### src/rtl/burst_split_config.svh
/* Bus widths, outstanding burst depth and AXI encodings shared by the burst splitter.
   BS_MAX_TXNS sets the depth of both beat-count FIFOs. */
`ifndef BURST_SPLIT_CONFIG_SVH
`define BURST_SPLIT_CONFIG_SVH

// Bus widths
`define BS_ADDR_W 32
`define BS_DATA_W 32
`define BS_ID_W   4

// Bursts outstanding per channel
`define BS_MAX_TXNS 4

// Response codes, bit 1 marks an error
`define BS_RESP_OKAY   2'b00
`define BS_RESP_SLVERR 2'b10

// Burst types, WRAP is not supported
`define BS_BURST_FIXED 2'b00
`define BS_BURST_INCR  2'b01

`endif

### src/rtl/burst_split_pkg.sv
/* Types for the burst splitter; widths come from the config header. */
`default_nettype none

`include "burst_split_config.svh"

package burst_split_pkg;

  // Bus fields
  typedef logic [`BS_ADDR_W-1:0]   addr_t;
  typedef logic [`BS_DATA_W-1:0]   data_t;
  typedef logic [`BS_DATA_W/8-1:0] strb_t;
  typedef logic [`BS_ID_W-1:0]     id_t;

  // AXI control fields
  typedef logic [7:0] len_t;
  typedef logic [2:0] size_t;
  typedef logic [1:0] burst_t;
  typedef logic [1:0] resp_t;

  // Remaining beats of a burst, one bit wider than len_t to hold 256
  typedef logic [8:0] cnt_t;

  // FSM states
  typedef enum logic {Idle, Busy} ax_state_e;
  typedef enum logic {BReady, BWait} b_state_e;
  typedef enum logic {RFeed, RWait} r_state_e;

endpackage

`default_nettype wire

### src/rtl/ax_splitter.sv
/* Splits one AW or AR burst into single-beat requests. WRAP bursts are not handled
   and are treated like FIXED ones. */
`timescale 1ns/100ps
`default_nettype none

`include "burst_split_config.svh"

module ax_splitter import burst_split_pkg::*; (
  input  wire logic   clk_i,
  input  wire logic   rst_n_i,
  // Upstream address channel
  input  wire addr_t  ax_addr_i,
  input  wire id_t    ax_id_i,
  input  wire len_t   ax_len_i,
  input  wire size_t  ax_size_i,
  input  wire burst_t ax_burst_i,
  input  wire logic   ax_valid_i,
  output logic        ax_ready_o,
  // Downstream address channel
  output addr_t       m_addr_o,
  output id_t         m_id_o,
  output len_t        m_len_o,
  output size_t       m_size_o,
  output burst_t      m_burst_o,
  output logic        m_valid_o,
  input  wire logic   m_ready_i,
  // Beat count FIFO
  output logic        cnt_push_o,
  output len_t        cnt_len_o,
  input  wire logic   cnt_full_i
);

  ax_state_e state_q, state_d;
  addr_t     addr_q, addr_d;
  id_t       id_q, id_d;
  len_t      len_q, len_d;
  size_t     size_q, size_d;
  burst_t    burst_q, burst_d;

  // Address of the beat after this one
  function automatic addr_t next_addr(addr_t addr, size_t size, burst_t burst);
    if (burst == `BS_BURST_INCR) begin
      return addr + (addr_t'(1) << size);
    end
    return addr;
  endfunction

  always_comb begin
    state_d    = state_q;
    addr_d     = addr_q;
    id_d       = id_q;
    len_d      = len_q;
    size_d     = size_q;
    burst_d    = burst_q;
    ax_ready_o = 1'b0;
    m_addr_o   = addr_q;
    m_id_o     = id_q;
    m_len_o    = '0;
    m_size_o   = size_q;
    m_burst_o  = burst_q;
    m_valid_o  = 1'b0;
    cnt_push_o = 1'b0;
    cnt_len_o  = ax_len_i;

    unique case (state_q)
      Idle: begin
        m_addr_o  = ax_addr_i;
        m_id_o    = ax_id_i;
        m_size_o  = ax_size_i;
        m_burst_o = ax_burst_i;
        if (ax_valid_i && !cnt_full_i) begin
          m_valid_o = 1'b1;
          if (ax_len_i == '0) begin
            // Single beat goes through untouched
            ax_ready_o = m_ready_i;
            cnt_push_o = m_ready_i;
          end else begin
            // Capture the burst and offer its first beat right away
            ax_ready_o = 1'b1;
            cnt_push_o = 1'b1;
            id_d       = ax_id_i;
            size_d     = ax_size_i;
            burst_d    = ax_burst_i;
            if (m_ready_i) begin
              len_d  = ax_len_i - len_t'(1);
              addr_d = next_addr(ax_addr_i, ax_size_i, ax_burst_i);
            end else begin
              len_d  = ax_len_i;
              addr_d = ax_addr_i;
            end
            state_d = Busy;
          end
        end
      end

      Busy: begin
        m_valid_o = 1'b1;
        if (m_ready_i) begin
          if (len_q == '0) begin
            state_d = Idle;
          end else begin
            len_d  = len_q - len_t'(1);
            addr_d = next_addr(addr_q, size_q, burst_q);
          end
        end
      end

      default: state_d = Idle;
    endcase
  end

  always_ff @(posedge clk_i or negedge rst_n_i) begin
    if (!rst_n_i) begin
      state_q <= Idle;
    end else begin
      state_q <= state_d;
    end
  end

  // Held burst fields
  always_ff @(posedge clk_i) begin
    addr_q  <= addr_d;
    id_q    <= id_d;
    len_q   <= len_d;
    size_q  <= size_d;
    burst_q <= burst_d;
  end

endmodule

`default_nettype wire

### src/rtl/beat_count_fifo.sv
/* In-order FIFO of outstanding burst beat counts. Responses must come back in
   request order; a push while full is dropped. */
`timescale 1ns/100ps
`default_nettype none

`include "burst_split_config.svh"

module beat_count_fifo import burst_split_pkg::*; (
  input  wire logic clk_i,
  input  wire logic rst_n_i,
  // Burst entry
  input  wire logic push_i,
  input  wire len_t push_len_i,
  output logic      full_o,
  // Beat consumption at the head
  input  wire logic take_i,
  input  wire logic set_err_i,
  output logic      head_valid_o,
  output logic      head_last_o,
  output logic      head_err_o
);

  localparam int DEPTH = `BS_MAX_TXNS;
  localparam int PTR_W = (DEPTH > 1) ? $clog2(DEPTH) : 1;

  cnt_t               cnt_mem [DEPTH];
  logic [DEPTH-1:0]   err_mem;
  logic [PTR_W-1:0]   wr_ptr, rd_ptr;
  logic [PTR_W:0]     fill;
  logic               do_push, do_take, do_pop;

  assign full_o       = (fill == (PTR_W+1)'(DEPTH));
  assign head_valid_o = (fill != '0);
  // The one place that decides the final beat of a burst
  assign head_last_o  = head_valid_o && (cnt_mem[rd_ptr] == cnt_t'(1));
  assign head_err_o   = err_mem[rd_ptr] | (take_i & set_err_i);

  assign do_push = push_i && !full_o;
  assign do_take = take_i && head_valid_o;
  assign do_pop  = do_take && head_last_o;

  function automatic logic [PTR_W-1:0] ptr_inc(logic [PTR_W-1:0] ptr);
    return (ptr == PTR_W'(DEPTH - 1)) ? '0 : ptr + PTR_W'(1);
  endfunction

  always_ff @(posedge clk_i or negedge rst_n_i) begin
    if (!rst_n_i) begin
      wr_ptr <= '0;
      rd_ptr <= '0;
      fill   <= '0;
    end else begin
      if (do_push) begin
        wr_ptr <= ptr_inc(wr_ptr);
      end
      if (do_pop) begin
        rd_ptr <= ptr_inc(rd_ptr);
      end
      fill <= fill + (PTR_W+1)'(do_push) - (PTR_W+1)'(do_pop);
    end
  end

  // Per-entry beat count and sticky error bit
  always_ff @(posedge clk_i) begin
    if (do_take) begin
      cnt_mem[rd_ptr] <= cnt_mem[rd_ptr] - cnt_t'(1);
      if (set_err_i) begin
        err_mem[rd_ptr] <= 1'b1;
      end
    end
    if (do_push) begin
      cnt_mem[wr_ptr] <= cnt_t'(push_len_i) + cnt_t'(1);
      err_mem[wr_ptr] <= 1'b0;
    end
  end

endmodule

`default_nettype wire

### src/rtl/b_merger.sv
/* Folds the per-beat write responses of a burst into one upstream response.
   The final response carries SLVERR if any beat of the burst failed. */
`timescale 1ns/100ps
`default_nettype none

`include "burst_split_config.svh"

module b_merger import burst_split_pkg::*; (
  input  wire logic  clk_i,
  input  wire logic  rst_n_i,
  // Downstream B
  input  wire id_t   m_b_id_i,
  input  wire resp_t m_b_resp_i,
  input  wire logic  m_b_valid_i,
  output logic       m_b_ready_o,
  // Upstream B
  output id_t        b_id_o,
  output resp_t      b_resp_o,
  output logic       b_valid_o,
  input  wire logic  b_ready_i,
  // Write beat count FIFO
  output logic       cnt_take_o,
  output logic       cnt_set_err_o,
  input  wire logic  cnt_valid_i,
  input  wire logic  cnt_last_i,
  input  wire logic  cnt_err_i
);

  b_state_e state_q, state_d;
  logic     err_q, err_d;

  // Error level of the current beat, counted by the FIFO only on a take
  assign cnt_set_err_o = m_b_resp_i[1];
  assign b_id_o        = m_b_id_i;

  always_comb begin
    state_d     = state_q;
    err_d       = err_q;
    m_b_ready_o = 1'b0;
    b_valid_o   = 1'b0;
    b_resp_o    = m_b_resp_i;
    cnt_take_o  = 1'b0;

    unique case (state_q)
      BReady: begin
        if (m_b_valid_i && cnt_valid_i) begin
          cnt_take_o = 1'b1;
          if (cnt_last_i) begin
            b_valid_o = 1'b1;
            if (cnt_err_i) begin
              b_resp_o = `BS_RESP_SLVERR;
            end
            if (b_ready_i) begin
              m_b_ready_o = 1'b1;
            end else begin
              // Beat already taken, hold the merged error until upstream accepts
              state_d = BWait;
              err_d   = cnt_err_i;
            end
          end else begin
            // Intermediate beat is swallowed
            m_b_ready_o = 1'b1;
          end
        end
      end

      BWait: begin
        b_valid_o = 1'b1;
        if (err_q) begin
          b_resp_o = `BS_RESP_SLVERR;
        end
        if (m_b_valid_i && b_ready_i) begin
          m_b_ready_o = 1'b1;
          state_d     = BReady;
        end
      end

      default: state_d = BReady;
    endcase
  end

  always_ff @(posedge clk_i or negedge rst_n_i) begin
    if (!rst_n_i) begin
      state_q <= BReady;
      err_q   <= 1'b0;
    end else begin
      state_q <= state_d;
      err_q   <= err_d;
    end
  end

endmodule

`default_nettype wire

### src/rtl/r_last_gen.sv
/* Passes read beats upstream and rebuilds last from the read beat count FIFO.
   Read data must return in request order. */
`timescale 1ns/100ps
`default_nettype none

module r_last_gen import burst_split_pkg::*; (
  input  wire logic  clk_i,
  input  wire logic  rst_n_i,
  // Downstream R
  input  wire data_t m_r_data_i,
  input  wire id_t   m_r_id_i,
  input  wire resp_t m_r_resp_i,
  input  wire logic  m_r_valid_i,
  output logic       m_r_ready_o,
  // Upstream R
  output data_t      r_data_o,
  output id_t        r_id_o,
  output resp_t      r_resp_o,
  output logic       r_last_o,
  output logic       r_valid_o,
  input  wire logic  r_ready_i,
  // Read beat count FIFO
  output logic       cnt_take_o,
  input  wire logic  cnt_valid_i,
  input  wire logic  cnt_last_i
);

  r_state_e state_q, state_d;
  logic     last_q, last_d;

  assign r_data_o = m_r_data_i;
  assign r_id_o   = m_r_id_i;
  assign r_resp_o = m_r_resp_i;

  always_comb begin
    state_d     = state_q;
    last_d      = last_q;
    m_r_ready_o = 1'b0;
    r_last_o    = 1'b0;
    r_valid_o   = 1'b0;
    cnt_take_o  = 1'b0;

    unique case (state_q)
      RFeed: begin
        if (m_r_valid_i && cnt_valid_i) begin
          cnt_take_o = 1'b1;
          r_last_o   = cnt_last_i;
          r_valid_o  = 1'b1;
          if (r_ready_i) begin
            m_r_ready_o = 1'b1;
          end else begin
            state_d = RWait;
            last_d  = cnt_last_i;
          end
        end
      end

      // Count already consumed, replay the stored last flag
      RWait: begin
        r_last_o  = last_q;
        r_valid_o = 1'b1;
        if (m_r_valid_i && r_ready_i) begin
          m_r_ready_o = 1'b1;
          state_d     = RFeed;
        end
      end

      default: state_d = RFeed;
    endcase
  end

  always_ff @(posedge clk_i or negedge rst_n_i) begin
    if (!rst_n_i) begin
      state_q <= RFeed;
      last_q  <= 1'b0;
    end else begin
      state_q <= state_d;
      last_q  <= last_d;
    end
  end

endmodule

`default_nettype wire

### src/rtl/burst_splitter_top.sv
/* AXI4 burst splitter without user signals. WRAP bursts and atomics must not occur
   upstream, and downstream must respond in request order. */
`timescale 1ns/100ps
`default_nettype none

module burst_splitter_top import burst_split_pkg::*; (
  input  wire logic   clk_i,
  input  wire logic   rst_n_i,
  // Upstream AW
  input  wire addr_t  aw_addr_i,
  input  wire id_t    aw_id_i,
  input  wire len_t   aw_len_i,
  input  wire size_t  aw_size_i,
  input  wire burst_t aw_burst_i,
  input  wire logic   aw_valid_i,
  output logic        aw_ready_o,
  // Upstream W
  input  wire data_t  w_data_i,
  input  wire strb_t  w_strb_i,
  input  wire logic   w_last_i,
  input  wire logic   w_valid_i,
  output logic        w_ready_o,
  // Upstream B
  output id_t         b_id_o,
  output resp_t       b_resp_o,
  output logic        b_valid_o,
  input  wire logic   b_ready_i,
  // Upstream AR
  input  wire addr_t  ar_addr_i,
  input  wire id_t    ar_id_i,
  input  wire len_t   ar_len_i,
  input  wire size_t  ar_size_i,
  input  wire burst_t ar_burst_i,
  input  wire logic   ar_valid_i,
  output logic        ar_ready_o,
  // Upstream R
  output data_t       r_data_o,
  output id_t         r_id_o,
  output resp_t       r_resp_o,
  output logic        r_last_o,
  output logic        r_valid_o,
  input  wire logic   r_ready_i,
  // Downstream AW
  output addr_t       m_aw_addr_o,
  output id_t         m_aw_id_o,
  output len_t        m_aw_len_o,
  output size_t       m_aw_size_o,
  output burst_t      m_aw_burst_o,
  output logic        m_aw_valid_o,
  input  wire logic   m_aw_ready_i,
  // Downstream W
  output data_t       m_w_data_o,
  output strb_t       m_w_strb_o,
  output logic        m_w_last_o,
  output logic        m_w_valid_o,
  input  wire logic   m_w_ready_i,
  // Downstream B
  input  wire id_t    m_b_id_i,
  input  wire resp_t  m_b_resp_i,
  input  wire logic   m_b_valid_i,
  output logic        m_b_ready_o,
  // Downstream AR
  output addr_t       m_ar_addr_o,
  output id_t         m_ar_id_o,
  output len_t        m_ar_len_o,
  output size_t       m_ar_size_o,
  output burst_t      m_ar_burst_o,
  output logic        m_ar_valid_o,
  input  wire logic   m_ar_ready_i,
  // Downstream R
  input  wire data_t  m_r_data_i,
  input  wire id_t    m_r_id_i,
  input  wire resp_t  m_r_resp_i,
  input  wire logic   m_r_last_i,
  input  wire logic   m_r_valid_i,
  output logic        m_r_ready_o
);

  logic w_push, w_full, w_take, w_set_err, w_head_valid, w_head_last, w_head_err;
  logic r_push, r_full, r_take, r_head_valid, r_head_last;
  len_t w_push_len, r_push_len;

  // --------------------------------------------------
  // Write path
  // --------------------------------------------------
  ax_splitter u_aw_split (
    .clk_i      (clk_i),
    .rst_n_i    (rst_n_i),
    .ax_addr_i  (aw_addr_i),
    .ax_id_i    (aw_id_i),
    .ax_len_i   (aw_len_i),
    .ax_size_i  (aw_size_i),
    .ax_burst_i (aw_burst_i),
    .ax_valid_i (aw_valid_i),
    .ax_ready_o (aw_ready_o),
    .m_addr_o   (m_aw_addr_o),
    .m_id_o     (m_aw_id_o),
    .m_len_o    (m_aw_len_o),
    .m_size_o   (m_aw_size_o),
    .m_burst_o  (m_aw_burst_o),
    .m_valid_o  (m_aw_valid_o),
    .m_ready_i  (m_aw_ready_i),
    .cnt_push_o (w_push),
    .cnt_len_o  (w_push_len),
    .cnt_full_i (w_full)
  );

  beat_count_fifo u_w_cnt (
    .clk_i        (clk_i),
    .rst_n_i      (rst_n_i),
    .push_i       (w_push),
    .push_len_i   (w_push_len),
    .full_o       (w_full),
    .take_i       (w_take),
    .set_err_i    (w_set_err),
    .head_valid_o (w_head_valid),
    .head_last_o  (w_head_last),
    .head_err_o   (w_head_err)
  );

  // Each downstream beat is a burst of its own, so last is always high.
  // The upstream last flag carries no extra information here
  assign m_w_data_o  = w_data_i;
  assign m_w_strb_o  = w_strb_i;
  assign m_w_last_o  = 1'b1;
  assign m_w_valid_o = w_valid_i;
  assign w_ready_o   = m_w_ready_i;

  b_merger u_b_merge (
    .clk_i         (clk_i),
    .rst_n_i       (rst_n_i),
    .m_b_id_i      (m_b_id_i),
    .m_b_resp_i    (m_b_resp_i),
    .m_b_valid_i   (m_b_valid_i),
    .m_b_ready_o   (m_b_ready_o),
    .b_id_o        (b_id_o),
    .b_resp_o      (b_resp_o),
    .b_valid_o     (b_valid_o),
    .b_ready_i     (b_ready_i),
    .cnt_take_o    (w_take),
    .cnt_set_err_o (w_set_err),
    .cnt_valid_i   (w_head_valid),
    .cnt_last_i    (w_head_last),
    .cnt_err_i     (w_head_err)
  );

  // --------------------------------------------------
  // Read path
  // --------------------------------------------------
  ax_splitter u_ar_split (
    .clk_i      (clk_i),
    .rst_n_i    (rst_n_i),
    .ax_addr_i  (ar_addr_i),
    .ax_id_i    (ar_id_i),
    .ax_len_i   (ar_len_i),
    .ax_size_i  (ar_size_i),
    .ax_burst_i (ar_burst_i),
    .ax_valid_i (ar_valid_i),
    .ax_ready_o (ar_ready_o),
    .m_addr_o   (m_ar_addr_o),
    .m_id_o     (m_ar_id_o),
    .m_len_o    (m_ar_len_o),
    .m_size_o   (m_ar_size_o),
    .m_burst_o  (m_ar_burst_o),
    .m_valid_o  (m_ar_valid_o),
    .m_ready_i  (m_ar_ready_i),
    .cnt_push_o (r_push),
    .cnt_len_o  (r_push_len),
    .cnt_full_i (r_full)
  );

  // Read errors go out per beat, nothing to merge
  beat_count_fifo u_r_cnt (
    .clk_i        (clk_i),
    .rst_n_i      (rst_n_i),
    .push_i       (r_push),
    .push_len_i   (r_push_len),
    .full_o       (r_full),
    .take_i       (r_take),
    .set_err_i    (1'b0),
    .head_valid_o (r_head_valid),
    .head_last_o  (r_head_last),
    .head_err_o   ()
  );

  // Downstream last is ignored, every downstream read is one beat
  r_last_gen u_r_last (
    .clk_i       (clk_i),
    .rst_n_i     (rst_n_i),
    .m_r_data_i  (m_r_data_i),
    .m_r_id_i    (m_r_id_i),
    .m_r_resp_i  (m_r_resp_i),
    .m_r_valid_i (m_r_valid_i),
    .m_r_ready_o (m_r_ready_o),
    .r_data_o    (r_data_o),
    .r_id_o      (r_id_o),
    .r_resp_o    (r_resp_o),
    .r_last_o    (r_last_o),
    .r_valid_o   (r_valid_o),
    .r_ready_i   (r_ready_i),
    .cnt_take_o  (r_take),
    .cnt_valid_i (r_head_valid),
    .cnt_last_i  (r_head_last)
  );

endmodule

`default_nettype wire

### config.mk
export PLATFORM = sky130hd
export DESIGN_NAME = burst_splitter_top
export DESIGN_NICKNAME = d
export VERILOG_FILES = /design/src/rtl/burst_split_pkg.sv /design/src/rtl/ax_splitter.sv /design/src/rtl/beat_count_fifo.sv /design/src/rtl/b_merger.sv /design/src/rtl/r_last_gen.sv /design/src/rtl/burst_splitter_top.sv
export VERILOG_INCLUDE_DIRS = /design/src /design/src/rtl
export SDC_FILE = /design/constraint.sdc
export NUM_CORES = 1
export LEC_CHECK = 0
export BUFFER_PORTS_ARGS = -buffer_cell sky130_fd_sc_hd__buf_2
export CAP_MARGIN = 0
export CORE_ASPECT_RATIO = 2
export CORE_MARGIN = 1
export CORE_UTILIZATION = 35
export CTS_BUF_LIST = sky130_fd_sc_hd__clkbuf_2 sky130_fd_sc_hd__clkbuf_4 sky130_fd_sc_hd__clkbuf_8
export CTS_CLUSTER_DIAMETER = 200
export DETAILED_ROUTE_END_ITERATION = 10
export GPL_TIMING_DRIVEN = 0
export PLACE_DENSITY = 0.61
export SLEW_MARGIN = 20
export SYNTH_ARGS = -nofsm -noshare
export SYNTH_HDL_FRONTEND = slang
export SYNTH_SLANG_ARGS = --single-unit
### constraint.sdc
create_clock -name clk_i -period 3.92 [get_ports clk_i]
set_clock_uncertainty 0.15 [all_clocks]
set_input_delay 0.588 -clock clk_i [delete_from_list [all_inputs] [get_ports clk_i]]
set_output_delay 0.588 -clock clk_i [all_outputs]
set_load 0.05 [all_outputs]
# Yosys cells after proc, flatten, opt, wreduce, memory -nomap -nowiden
# Memory sizes are Yosys's and may differ from the RTL's.
# Cells that the tools add are included.
dict set report word_totals {
  register_bits 122
  ram_bits 72
  in_bits 192
  out_inout_bits 190
  word_cells 252
  memories 2
}
# name depth width read_ports rd_clocked_by_memory_dff wr line_no
set memory_table {}
lappend memory_table {u_r_cnt.cnt_mem 4 9 1 0 2 beat_count_fifo.sv:26} ;# cnt_t cnt_mem [DEPTH];
lappend memory_table {u_w_cnt.cnt_mem 4 9 1 0 2 beat_count_fifo.sv:26}
dict set report classes {
  add_sub_neg 20
  order_cmp 4
  n_eq_ne 22
  shifts 4
  n_mux 132
  bitwise 13
  reduce_logical 32
}
# op count
set op_table {}
lappend op_table {{32-bit 2-to-1 mux} 20}
lappend op_table {{32-bit adder} 4}
lappend op_table {{32-bit case mux with 2 select lines} 2}
lappend op_table {{1-bit by 3-bit left shift with 32-bit output, first input constant} 4}
lappend op_table {{8-bit 2-to-1 mux} 10}
lappend op_table {{1-bit 2-to-1 mux} 66}
lappend op_table {{8-bit logical NOT} 4}
lappend op_table {{8-bit case mux with 2 select lines} 2}
lappend op_table {{8-bit by 1-bit subtractor with 8-bit output, second input constant} 4}
lappend op_table {{1-bit case mux with 2 select lines} 11}
lappend op_table {{2-bit 2-to-1 mux} 10}
lappend op_table {{4-bit 2-to-1 mux} 5}
lappend op_table {{8-bit by 1-bit adder with 9-bit output, second input constant} 2}
lappend op_table {{9-bit by 1-bit == test with 1-bit output, second input constant} 2}
lappend op_table {{9-bit by 1-bit subtractor with 9-bit output, second input constant} 2}
lappend op_table {{1-bit logical AND} 16}
lappend op_table {{2-bit inequality test, second input constant} 8}
lappend op_table {{4-bit AND reduction} 3}
lappend op_table {{5-bit AND reduction} 2}
lappend op_table {{3-bit AND reduction} 3}
lappend op_table {{2-bit by 1-bit adder with 2-bit output, second input constant} 4}
lappend op_table {{2-bit by 1-bit == test with 1-bit output, second input constant} 4}
lappend op_table {{2-bit == test, second input constant} 4}
lappend op_table {{1-bit inverter} 8}
lappend op_table {{other kinds (17)} 27}

# Logic depth before layout (Yosys ltp)
dict set report logic_depth {
  depth_word 11
  mapped_depth 15
  mapped_depth_nobuf 14
}

# Cells and area by module
# Synthesis repeated with hierarchy kept, for this count alone.
dict set report unflattened {
  hier_cells 1564
  area_unflattened_um2 15831.4
}
# mod instances cells_each area_per_inst_um2 seq_area_each_um2
set modules_own_cells {}
lappend modules_own_cells {{ax_splitter (u_aw_split)} 1 500 4795.8 1496.4}
lappend modules_own_cells {{ax_splitter (u_ar_split)} 1 509 4773.3 1496.4}
lappend modules_own_cells {{beat_count_fifo (u_r_cnt)} 1 220 2696.3 1336.3}
lappend modules_own_cells {{beat_count_fifo (u_w_cnt)} 1 222 2662.6 1336.3}
lappend modules_own_cells {r_last_gen 1 50 410.4 50.0}
lappend modules_own_cells {burst_splitter_top 1 41 300.3 0.0}
lappend modules_own_cells {b_merger 1 22 192.7 50.0}

# Worst setup path after synthesis
# Ideal clock, no wire load.
dict set report synth_path {
  kind {input -> register}
  from {input aw_len_i[4]}
  to {register u_aw_split.addr_q[0], enable pin}
  setup_ns 0.432
  arrival_time_ns 3.005
  t_required_ns 3.338
  slack_ns 0.333
  stages 5
  n_path_buf 1
  cell_sequence {clkbuf_1 -> or4_4 -> nor4b_2 -> or3_1 -> a21oi_1}
}
dict set report synth_between {
  elab_chain_cells 3
}
# element line_no
set synth_lines {}
lappend synth_lines {{from (decl)} burst_splitter_top.sv:12} ;# input wire len_t aw_len_i,
lappend synth_lines {{8-bit logical NOT} ax_splitter.sv:73} ;# if (ax_len_i == '0) begin
lappend synth_lines {{2-bit inequality test (no line)} --}
lappend synth_lines {{5-bit AND reduction (no line)} --}
lappend synth_lines {{to (signal assigned)} ax_splitter.sv:122} ;# addr_q <= addr_d;
lappend synth_lines {{to (decl)} ax_splitter.sv:34} ;# addr_t addr_q, addr_d;
# Every way passes these cells.
# A chain may end at the register's enable or synchronous reset.

# Final worst setup path
dict set report layout_path {
  from {register u_w_cnt.rd_ptr[0]}
  to {output b_resp_o[0]}
}
dict set report layout_between {
  elab_chain_cells 7
  word_cells_on_any_way 10
  cone_classes {1 x eq/ne; 6 x mux; 1 x bitwise; 1 x reduce/logical; 1 x memory}
}
# element line_no
set layout_lines {}
lappend layout_lines {{from (decl)} beat_count_fifo.sv:28} ;# logic [PTR_W-1:0] wr_ptr, rd_ptr;
lappend layout_lines {{from (signal assigned)} beat_count_fifo.sv:56} ;# rd_ptr <= ptr_inc(rd_ptr);
lappend layout_lines {{branches (longest 4 deep; another with memory read 4 x 9 bit)} --}
lappend layout_lines {{2-bit 2-to-1 mux *} b_merger.sv:48} ;# if (cnt_last_i) begin
lappend layout_lines {{2-bit 2-to-1 mux *} b_merger.sv:46} ;# if (m_b_valid_i && cnt_valid_i) begin
lappend layout_lines {{2-bit case mux with 2 select lines *} b_merger.sv:44} ;# unique case (state_q)
lappend layout_lines {{to (decl)} burst_splitter_top.sv:25} ;# output resp_t b_resp_o,
# Mark *: on every way between the ends. The select of a mux whose other input is x is not followed.

==> metrics.md <==
| Metric | Value |
|---|---|
| Outcome | finished clean |
| EDFF count, synth | 170 |
| Crit path buf inv count | 3 |
| Most frequent cell after synthesis | edfxtp_1 |
| Number of CTS-inserted buffers | 17 |
| First-pass iteration count of the detailed router | 5 |
| Mux cell area share after synthesis | 14.9% |
| Most common library cells after synthesis | 170 x edfxtp_1, 118 x nand2_1, 109 x xnor2_1 |
| Critical Path RT | 3180 ps |
| Area growth, synth to finish | 17.5% |
| Post-DR vias/cell | 5.34 |
| Dpl ws | 104 ps |
| Async S/R FF share, synth | 10.3% |
| Post-synthesis xor/xnor area fraction | 9.45% |
| # H-tree levels | 4 |
| Period utilization | 95.5% |
| Crit path cell chain | buf_6, mux4_2, nor4_4, nand2_2, nor3_4, buf_4, a21oi_1, buf_2 |
| Placeable core area | 43400 µm² |
| RSZ-0062 raised after global routing | no |
| Die Wd | 150 µm |
| Adder-Cell Fraction of Synth Area | 5.99% |
| Total congestion overflow | 0 |
| Synthesized flop and latch total | 194 |
| Power Internal | 5.31 mW |
| CTS tree | yes |
| Yosys top cell by area | edfxtp_1 |
| HP Start | m_b_valid_i |
| Final hold violation count | 0 |
| Crit path DAT | 3000 ps |
| RD Place Congestion | 0.889 |
| IR drop worst, VDD | 299 µV |
| Final total power | 10.1 mW |
| Clk pin slew, worst setup/hold paths | 140 ps |
| Post-route setup TNS | 0 ps |
| Initial Util | 35.5% |
| Die area | 44800 µm² |
| Maximum number of pins on one net before global-route repair | 24 |
| Worst hold path type | input port to flip-flop |
| Die Ht | 298 µm |
| Setup-failing EPs final | 0 |
| Layout cells sized above 1 | 29.9% |
| Most frequently used flop master after synthesis | edfxtp_1 |
| Logic pwr share | 52.3% |
| Sw power | 4.81 mW |
| Drt wl/cell | 19.4 µm |
| Clk network pwr share | 14.9% |
| Final nets | 2083 |
| Worst stage delay on the critical path | 570 ps |
| Final Util | 41.7% |
| R2r startpoint | u_ar_split.size_q[0] |
| Max frequency | 267 MHz |
| Synth warn | 0 |
| CTS sink count | 194 |
| Via count | 12743 |
| Row count | 108 |
| Sequential area share after synthesis | 37.0% |
| Unique cell type count in the Yosys netlist | 81 |
| Slew headroom | 19.8% |
| Main area contributors after synthesis | edfxtp_1 33%, mux2i_1 6.4%, xnor2_1 6.2% |
| Mean post-synth cell area | 10.2 µm² |
| Simple-gate share of the synthesized area | 14.8% |
| Sequential share of power | 32.8% |
| Switching part of the total | 47.6% |
| CP startpoint kind | flip-flop |
| Largest family of logic cells by synthesized area | multiplexers |
| Clock Latency Late Sink | 550 ps |
| Min Tclk post-route | 3740 ps |
| Delay-heaviest family, CP | simple AND/OR/NAND/NOR gates |
| Slowest CP cell | mux4_2 |
| Initial DRC Count | 460 |
| DRT Wirelength | 46.3 mm |
| Synth Area in Compound Gates | 9.72% |
| Max-cap violations | 0 |
| Total track usage | 20.8% |
| Max Root-Sink Buffers | 2 |
| Initial antenna violation count | 6 |
| Mapped Cells | 1506 |
| DR DRC count | 0 |
| Leak pwr | 7.75 nW |
| CP Launch Point | u_w_cnt.rd_ptr[0] |
| Synthesized cell area | 15400 µm² |
| Final worst slack | 177 ps |
| Vias in the first global route | 13004 |
| Final Max Slew Viols | 0 |
| First-pass GRT wire length | 70.4 mm |
| Post-synth top area share | 33.2% |
| Setup CP Type | flip-flop to output pin |
| Pwr per Cell Area | 560 nW/µm² |
| Hpwl dp | 37.0 mm |
| Crit Path Max Fanout | 10 |
| Post-route ant nets | 0 |
| I/O Pins | 382 |
| Root Buffer | clkbuf_8 |
| Critical Path Sink Type | output pin |
| Least-Margin Pin Slew | 1190 ps |
| Port bufs | 275 |
[worst paths after layout]
check | to | slack [ps] | cells past startpoint
hold reg to reg | u_w_cnt.err_mem[3] | 370 | 2
setup reg to reg | u_ar_split.addr_q[28] | 270 | 12
hold / removal | u_b_merge.state_q | 70 | 2
setup / recovery | b_resp_o[0] | 180 | 8
max in group asynchronous | u_w_cnt.rd_ptr[0] | 2770 | 2
min in group asynchronous | u_aw_split.state_q | 420 | 2
[what timing repair did]
item,in CTS,in global routing
hold endpoints to repair,20,0
gates cloned,0,0
pin swaps,1,0
hold buffers,1,0
gates resized for setup,4,4
setup endpoints to repair,5,3
setup buffers,2,1
[layout by cell type, fill, tap and decap left out, drive strengths merged, types with 55 or more instances in the layout]
cell type and n:
buf 402, nand2 120, mux2i 98, xor2 57
clkbuf 55, ha 64, edfxtp 170, xnor2 109
nand3 55, mux2 77, inv 70, a21oi 69
nor2 82
[registers in the layout, indices dropped and copies added, names as in the netlist, 2 cells and up]
register and count:
u_w_cnt.rd_ptr 2, u_w_cnt.cnt_mem 36, u_aw_split.len_q 8, u_w_cnt.fill 3
u_r_cnt.rd_ptr 2, u_aw_split.size_q 3, u_ar_split.len_q 8, u_r_cnt.wr_ptr 2
u_aw_split.burst_q 2, u_ar_split.size_q 3, u_ar_split.id_q 4, u_r_cnt.cnt_mem 36
u_aw_split.addr_q 32, u_aw_split.id_q 4, u_w_cnt.err_mem 4, u_ar_split.addr_q 32
u_ar_split.burst_q 2, u_r_cnt.fill 3, u_w_cnt.wr_ptr 2
[cells by family after synthesis]
logic type,after synthesis
xor+xnor,166
compound gates,232
other cells,2
fa+ha+maj,70
buf+inv,221
simple gates,427
flops,194
mux,194
[layer usage]
| metal | track usage, % | vias to the layer above | share of wire, % |
|---|---|---|---|
| li1 | - | 6018 | - |
| met5 | 0 | - | 0.067 |
| met2 | 41.7 | 500 | 57 |
| met4 | 12.0 | 4 | 5.0 |
| met3 | 3.42 | 103 | 4.8 |
| met1 | 18.9 | 6118 | 33 |
[worst register-to-register path: stages (launching register included)]
cell	delay, ps
edfxtp_1	380
clkbuf_1	210
nor3_1	240
ha_1	240
inv_1	70
fa_1	370
nand2b_1	190
a21oi_1	230
o21ai_0	210
clkbuf_1	370
nor4_1	480
xnor2_1	170
mux2i_1	90
[metrics by stage]
step | std cells | hold WS [ps] | instance area, µm²
2_1_floorplan | 1521 | 142 | 15400
3_3_place_gp | 2346 | 322 | 17500
3_5_place_dp | 2348 | 343 | 17600
4_1_cts | 2383 | 36.8 | 18100
5_1_grt | 2387 | 36.9 | 18100
6_report | 2388 | 74.4 | 18100
[power groups by stage]
stage | combinational, mW | sequential, mW | clock, mW
after floorplan | 4.01 | 3.27 | 0
after global placement | 5.14 | 3.37 | 0
after detailed placement | 5.29 | 3.37 | 0
after CTS | 5.32 | 3.33 | 1.54
after global routing | 5.70 | 3.37 | 1.61
final | 5.30 | 3.32 | 1.50
[area by class of cell]
cell class                      instances  area, µm²
Multi-Input combinational cell       1106       8520
Tap cell                              550        688
Buffer                                160       1030
Inverter                               61        229
Sequential cell                       194       5690
Clock buffer                           17        234
Antenna cell                            4       10.0
Clock inverter                         15        213
Timing Repair Buffer                  281       1470
Fill cell                            4283      25300
(Power assumes the default switching activity.)
